`src/source/dspFormatPkg.sv`:
```
package dspFormatPkg;

	// Default width of one real input sample, in bits.
	localparam int DEFAULT_DATA_WIDTH = 18;

	// Longest supported filter. The length must be odd so that one tap sits on the center.
	localparam int MAX_TAPS = 27;

	// The coefficients are fixed point with this many fraction bits.
	localparam int COEFF_FRAC_BITS = 16;

	// Quantized Hilbert impulse response for offsets -13 to +13 about index 13.
	// Odd offsets hold round(2 / (pi * offset) * 2^16).
	// Even offsets, the center among them, are zero.
	// The table is antisymmetric, so entry 13 + d is the negative of entry 13 - d.
	// A shorter filter takes the centered slice of this table.
	localparam logic signed [DEFAULT_DATA_WIDTH-1:0] HILBERT_COEFF_TABLE [MAX_TAPS] = '{
		-18'sd3209, 18'sd0, -18'sd3793, 18'sd0,
		-18'sd4636, 18'sd0, -18'sd5960, 18'sd0,
		-18'sd8344, 18'sd0, -18'sd13907, 18'sd0,
		-18'sd41722,
		18'sd0,
		18'sd41722,
		18'sd0, 18'sd13907, 18'sd0, 18'sd8344,
		18'sd0, 18'sd5960, 18'sd0, 18'sd4636,
		18'sd0, 18'sd3793, 18'sd0, 18'sd3209
	};

endpackage

```
`src/source/envelopeDetector.sv`:
```
module envelopeDetector #(
	parameter int dataWidth = dspFormatPkg::DEFAULT_DATA_WIDTH
) (
	input  logic                          clock,
	input  logic                          rstN,
	input  logic signed [2*dataWidth-1:0] re,
	input  logic signed [2*dataWidth-1:0] im,
	output logic        [2*dataWidth:0]   envelope
);

	localparam int IN_WIDTH = 2 * dataWidth;

	// Magnitudes of the two components.
	// The most negative input maps to its exact magnitude as an unsigned word.
	logic [IN_WIDTH-1:0] absRe;
	logic [IN_WIDTH-1:0] absIm;

	// The two magnitudes in order.
	logic [IN_WIDTH-1:0] largest;
	logic [IN_WIDTH-1:0] smallest;

	// Estimate before the output register.
	logic [IN_WIDTH:0] estimate;

	assign absRe = re[IN_WIDTH-1] ? $unsigned(-re) : $unsigned(re);
	assign absIm = im[IN_WIDTH-1] ? $unsigned(-im) : $unsigned(im);

	// Order the pair.
	// On a tie either choice gives the same sum.
	assign largest = (absRe >= absIm) ? absRe : absIm;
	assign smallest = (absRe >= absIm) ? absIm : absRe;

	// Alpha max plus beta min with alpha = 1 and beta = 1/2.
	// The halving is a right shift, so it truncates toward zero.
	// The extra bit holds the carry of the sum.
	assign estimate = {1'b0, largest} + {1'b0, smallest >> 1};

	// One registered stage.
	// A zero analytic pair gives a zero envelope one clock later.
	always_ff @(posedge clock or negedge rstN) begin
		if (!rstN) begin
			envelope <= '0;
		end else begin
			envelope <= estimate;
		end
	end

endmodule

```
`config.mk`:
```
export PLATFORM = sky130hd
export DESIGN_NAME = envelopeDetector
export DESIGN_NICKNAME = d
export VERILOG_FILES = /design/src/source/dspFormatPkg.sv /design/src/source/envelopeDetector.sv
export SDC_FILE = /design/constraint.sdc
export NUM_CORES = 1
export LEC_CHECK = 0
export BUFFER_PORTS_ARGS = -buffer_cell sky130_fd_sc_hd__clkbuf_2
export CORE_MARGIN = 4
export CORE_UTILIZATION = 59
export CTS_BUF_LIST = sky130_fd_sc_hd__clkbuf_4
export DETAILED_ROUTE_END_ITERATION = 10
export PLACE_DENSITY = 0.84
export REMOVE_ABC_BUFFERS = 1
export SLEW_MARGIN = 10
export SYNTH_ARGS = -nofsm -noshare
export SYNTH_HDL_FRONTEND = slang
export SYNTH_SLANG_ARGS = --single-unit
```
`constraint.sdc`:
```
create_clock -name clock -period 0.8 [get_ports clock]
set_input_delay 0.12 -clock clock [delete_from_list [all_inputs] [get_ports clock]]
set_output_delay 0.12 -clock clock [all_outputs]
set_load 0.1 [all_outputs]
```
==> results by stage, run 1 <==
Clock network:
- The number of H-tree branching levels is 2.
- The number of cells upsized or downsized after cts is 169.
- In this run the deepest clock path goes through 2 buffers.
- The tree built by TritonCTS fans out to 37 sinks.
- The CTS buffer count is 5.
- The number of hold-repair buffers added at the cts stage is 1.
- The buffer type at the clock tree root is sky130_fd_sc_hd__clkbuf_4.
- Buffers added to address setup during post-CTS repair amount to 40.

Yosys:
- The synthesized design spends more area on one cell type than any other, namely sky130_fd_sc_hd__dfrtp_1.
- The sequential element share of the synthesized area is 0.1588.
- The post-synthesis instance total is 700.
- Yosys mapped a number of flops with a built-in enable equal to 0.
- The number of different library cells used by synthesis comes to 59.
- The predominant post-synthesis flop cell is sky130_fd_sc_hd__dfrtp_1.
- The number of warnings printed during yosys synthesis is 0.
- After synthesis, the cell types taking the most area are sky130_fd_sc_hd__dfrtp_1, sky130_fd_sc_hd__ha_1, sky130_fd_sc_hd__mux2i_1, sky130_fd_sc_hd__xor2_1, sky130_fd_sc_hd__a21oi_1.
- The post-synth design cell area is 5832 sq um.
- For this run, asynchronously set or reset flops after synthesis account for 1.000.
- The count of state elements after synthesis is 37.
- The share of synthesized area in the top cell type comes to 0.1588.
- The per-instance average area after synthesis is 8.331 sq um.

Place:
- At the end of routability-driven placement, the weighted congestion stood at 0.9458.
- In this run the tool buffered the top-level ports with 110 buffer cells.
- Summed over all nets, the half-perimeter wirelength after detailed placement is 22,240 um.
- Prior to clock tree synthesis, the placed netlist has a worst setup slack of -6.754 ns.

Floorplanning:
- The die is 107.4 um wide.
- The die is 107.4 um tall.
- The initial core utilization is 0.6022.
- The number of ports placed on the die boundary is 111.
- The number of placement rows is 36.

Outcome:
- The run ended at clock tree synthesis (4_1_cts).
- The run stopped with a tool error.
- The first error in the log reads "[ERROR DPL-0038] Utilization greater than 100%, impossible to legalize".
-- cell usage after synthesis, types with 19 or more instances --
| cell type | number |
|---|---|
| sky130_fd_sc_hd__xnor2_1 | 26 |
| sky130_fd_sc_hd__o21ai_0 | 44 |
| sky130_fd_sc_hd__nor2_1 | 22 |
| sky130_fd_sc_hd__a21oi_1 | 47 |
| sky130_fd_sc_hd__ha_1 | 73 |
| sky130_fd_sc_hd__inv_1 | 47 |
| sky130_fd_sc_hd__xor2_1 | 70 |
| sky130_fd_sc_hd__dfrtp_1 | 37 |
| sky130_fd_sc_hd__nand2_1 | 51 |
| sky130_fd_sc_hd__a21o_1 | 28 |
| sky130_fd_sc_hd__o31ai_1 | 19 |
| sky130_fd_sc_hd__mux2i_1 | 71 |
-- logic make-up after synthesis --
family / share of synthesized area
xor gates and xnor gates: 0.1470
adders and majority gates: 0.1601
DFF: 0.1588
buffers and inverters: 0.04291
AOI/OAI and AO/OA: 0.2326
muxes: 0.1219
and+or+nand+nor: 0.1369
-- per-stage QoR --
step	hold slack, ns	std cells	setup TNS (ns)	area (sq um)
after global placement	0.09160	1224	-194.22	9348
after floorplan	-0.1756	681	-403.75	5758
after detailed placement	0.1026	1224	-219.36	9348
==> run 2, diff against run 1 <==
- CORE_UTILIZATION: 59 -> 40
- CTS_BUF_LIST: sky130_fd_sc_hd__clkbuf_4 -> unset
- PLACE_DENSITY: 0.84 -> unset
- PLACE_DENSITY_LB_ADDON: unset -> 0.15
==> run 2 against run 1 <==
Compared with the run above:
- the flow now finishes, with violations (negative setup slack)
- synthesized cell count is the same
- synthesized area is the same
==> results by stage, run 2 <==
STA:
- At the pin with the least slew margin, the transition time is 0.6101 ns.
- Timing would allow up to 160.0 MHz.
- Dividing the final minimum period by the clock period gives 7.813.
- The max-slew violation count came to 0.
- The final setup TNS is -190.31 ns.
- In this run the tightest slew margin relative to its limit is 0.5895.
- The smallest setup slack after layout is -5.451 ns.
- Setup violations remaining at the end of the flow were counted as 74.
- The number of hold violations in the final report is 0.
- Setup repair after global routing could not meet its margin everywhere.
- The clock period minus worst slack is 6.251 ns.

Pwr:
- The analysis attributes to net switching a power of 18.04 mW.
- The static leakage is 5.495 nW.
- Internal power comes to 17.39 mW.
- The sequential share of power is 0.103.
- The worst supply voltage drop on vdd is 0.002433 V.
- Dividing total power by cell area gives a power density of 3279 nW/um^2.
- The clock network fraction of total power is 0.058.
- The switching share of total power is 0.5091.
- The share of total power dissipated in combinational logic is 0.839.

Cells and area:
- The register with the most flip-flops in the layout has 37 of them.
- The repair_antennas step left the layout with diodes totalling 0.
- In the final layout, the share of cells above drive strength 1 is 0.5134.
- The largest registers in the layout are envelope (37).
- After the last flow step, the layout net total stands at 1,304.
- Leaving out fill and tap cells, the most frequent cells in the layout are sky130_fd_sc_hd__buf_4, sky130_fd_sc_hd__clkbuf_2, sky130_fd_sc_hd__ha_1.
- Once layout is done, the placed cells without fillers occupy 10,800 sq um.
- The most common library cell in the layout ignoring fill and taps is sky130_fd_sc_hd__buf_4.
- The most flop-heavy register is envelope.
- The final instance count without filler cells is 1,337.
- The utilization after layout is 0.7665.
- The synthesis-to-finish area growth is 85.26%.
- The layout has 1,000 filler cells.

Yosys:
- The post-synth design cell area was 5832 sq um (unchanged).
- By count the netlist is led by sky130_fd_sc_hd__ha_1, sky130_fd_sc_hd__mux2i_1, sky130_fd_sc_hd__xor2_1.
- The async set-or-reset flop fraction in the synthesized netlist is 1.000 (unchanged).
- The sequential element share of the synthesized area came to 0.1588 (unchanged).
- Yosys attributes the largest share of cell area to sky130_fd_sc_hd__dfrtp_1, sky130_fd_sc_hd__ha_1, sky130_fd_sc_hd__mux2i_1, sky130_fd_sc_hd__xor2_1, sky130_fd_sc_hd__a21oi_1.
- The post-synthesis instance total is 700 (unchanged).
- The most used flip-flop cell after synthesis is sky130_fd_sc_hd__dfrtp_1.
- The number of warnings printed during yosys synthesis is 0 (unchanged).
- The per-instance average area after synthesis was 8.331 sq um (unchanged).
- The library cell occupying the most area in the post-synthesis netlist is sky130_fd_sc_hd__dfrtp_1.
- The count of distinct cell types in the synthesized netlist is 59 (unchanged).
- The count of flip-flops with a built-in enable after synthesis is 0 (unchanged).
- The most instantiated library cell after synthesis is sky130_fd_sc_hd__ha_1.
- The count of state elements after synthesis came to 37 (unchanged).
- The share of the synthesized area in the top cell type is 0.1588 (unchanged).

Drt:
- For this run, the detailed router's first-pass iteration total came to 7.
- The total met2 wirelength after detailed routing is 9976 um.
- After detailed routing, the wire length on met1 is 10,820 um.
- The routed layout has 7,061 vias.
- The detailed router used layers up to and including met4.
- The count of nets left with antenna violations once routing finished came out at 0.
- The via count normalized by instance count is 5.281.
- The sum of met3 wire segment lengths after detailed routing is 900 um.
- The final routed DRC violation total is 0.
- The post-detailed-route wirelength per cell is 16.49 um.
- The final routed wirelength across all metal layers is 22,050 um.
- In this run, the number of DRC markers left after iteration 0 of detailed routing was 356.

Clock network:
- The count of clock tree sinks came to 37 (unchanged).
- The clock edge transition at the registers on the reported setup and hold paths is 0.07 ns.
- The CTS buffer count is 5 (unchanged).
- The buffer type at the clock tree root is sky130_fd_sc_hd__clkbuf_16.
- The number of H-tree branching levels is 2 (unchanged).
- The maximum clock path buffer count is 2 (unchanged).
- TritonCTS built the clock tree.

Place:
- The weighted congestion reported at the end of routability-driven placement is 0.9160 (-3.2%).
- The worst setup slack after placement came to -6.152 ns (+0.6023 ns).
- The number of cells after detailed placement is 1,280 (+4.6%).
- The total of buffers placed on input and output ports is 110 (unchanged).
- The detailed placer's ending HPWL came to 16,800 um (-24%).
- The instance area after placement is 9487 sq um (+1.5%).

Outcome:
- The checks that failed: negative setup slack.
- The run finished, with violations left.

Critical path:
- The kind of cell with the highest combined delay on the critical path is compound AO/OA/AOI/OAI gates.
- The slowest stage cell on the critical path is sky130_fd_sc_hd__or4_4.
- For this run, the slowest stage of the critical path takes 0.53 ns.
- In this design, the critical path's most frequently occurring cell is sky130_fd_sc_hd__a211oi_2.
- The endpoint type of the worst setup path is a flop.
- The setup path with the least slack is of type input pin to flop.
- The required time of the critical path is 0.98 ns.
- In this run the worst path has a maximum fanout of 9.
- STA classifies the critical path startpoint as an input pin.
- The arrival time reported for the critical path endpoint is 6.43 ns.
- The number of buffers and inverters on the critical path is 4.

Worst hold path:
- The worst hold path class is input pin to asynchronous set/reset pin.

Global routing:
- The overall track demand over capacity in global routing is 0.2615.
- The via count of the first global-routing pass is 7,224.
- The number of antenna violations at the first check in global routing is 0.
- The wire length of the first global-routing pass is 35,580 um.
- The maximum number of pins on one net before global-route repair is 38.
- The remaining global-route overflow is 0.

Floorplanning:
- The height of the die is 128.7 um (+20%).
- The number of placement rows was 43 (+19%).
- The number of ports placed on the die boundary is 111 (unchanged).
- The horizontal extent of the die came to 128.7 um (+20%).
- The die covers 16,580 sq um.
- The initial core utilization is 0.4137 (-0.1885).
- The placeable core region is 14,100 sq um.

Job:
- The tool flagged a number of max-cap violations equal to 0.
## run 2: worst min-delay path, cell delays in order
cell	delay [ns]
sky130_fd_sc_hd__dlygate4sd3_1	0.52
sky130_fd_sc_hd__clkbuf_2	0.13
sky130_fd_sc_hd__buf_12	0.23
## run 2: power by group through the flow
stage          Sequential [mW]  Clock (mW)  Combinational, mW
6_report                  3.66        2.04               29.7
4_1_cts                   3.68        2.08               28.3
3_5_place_dp              3.69           0               25.6
2_1_floorplan             9.76           0               5.82
3_3_place_gp              3.67           0               25.2
5_1_grt                   3.77        2.18               31.3
## run 2: worst max-delay path by stage
stage	cells after the start	startpoint	to	slack [ns]
after floorplan	23	im[5]	envelope[24]	-11.40
after global placement	27	im[5]	envelope[36]	-5.97
after detailed placement	27	im[5]	envelope[36]	-6.15
after CTS	26	im[5]	envelope[24]	-5.38
after global routing	28	im[5]	envelope[36]	-5.69
final	27	im[5]	envelope[36]	-5.45
## run 2: layout make-up
cell class	count	area, sq um	area share
timing repair buffer	468	4021	0.3722
clock inverter	2	10.01	0.0009265
sequential	37	925.9	0.08570
inverter	47	176.4	0.01633
clock buffer	6	128.9	0.01193
tap	180	225.2	0.02085
multi-input combinational	597	5316	0.4921
## run 2: repair_timing
action / in CTS / in global routing
setup endpoints to repair: 74 / 74
resized for setup: 115 / 45
gates cloned: 2 / 1
endpoints found under the hold margin: 37 / 0
hold buffers: 1 / 0
setup buffers: 42 / 7
pin swaps: 70 / 25
## run 2: kinds of logic (layout without fill, tap and decap cells)
family                   Yosys count  after routing  synth area share
AND/OR/NAND/NOR                  152            152            0.1369
AO/OA/AOI/OAI                    203            203            0.2326
adder cells (fa/ha/maj)           74             74            0.1601
multiplexers                      71             71            0.1219
buffers and inverters             66            523           0.04291
XOR/XNOR                          97             97            0.1470
flip-flops                        37             37            0.1588
## run 2: routing by layer
metal  track usage  vias up
met2        0.4152      199
met1        0.3830     3338
met3       0.03155       23
li1              -     3501
met5             0        -
met4       0.05065        0
## run 2: through the flow
stage | power [mW] | hold WS, ns
after floorplan | 15.58 | -0.1756
after global placement | 28.86 | 0.1067
after detailed placement | 29.24 | 0.1116
after CTS | 34.09 | 0.3333
after global routing | 37.27 | 0.3602
final | 35.43 | 0.3244
No activity file was read; power rests on OpenSTA's default activity.
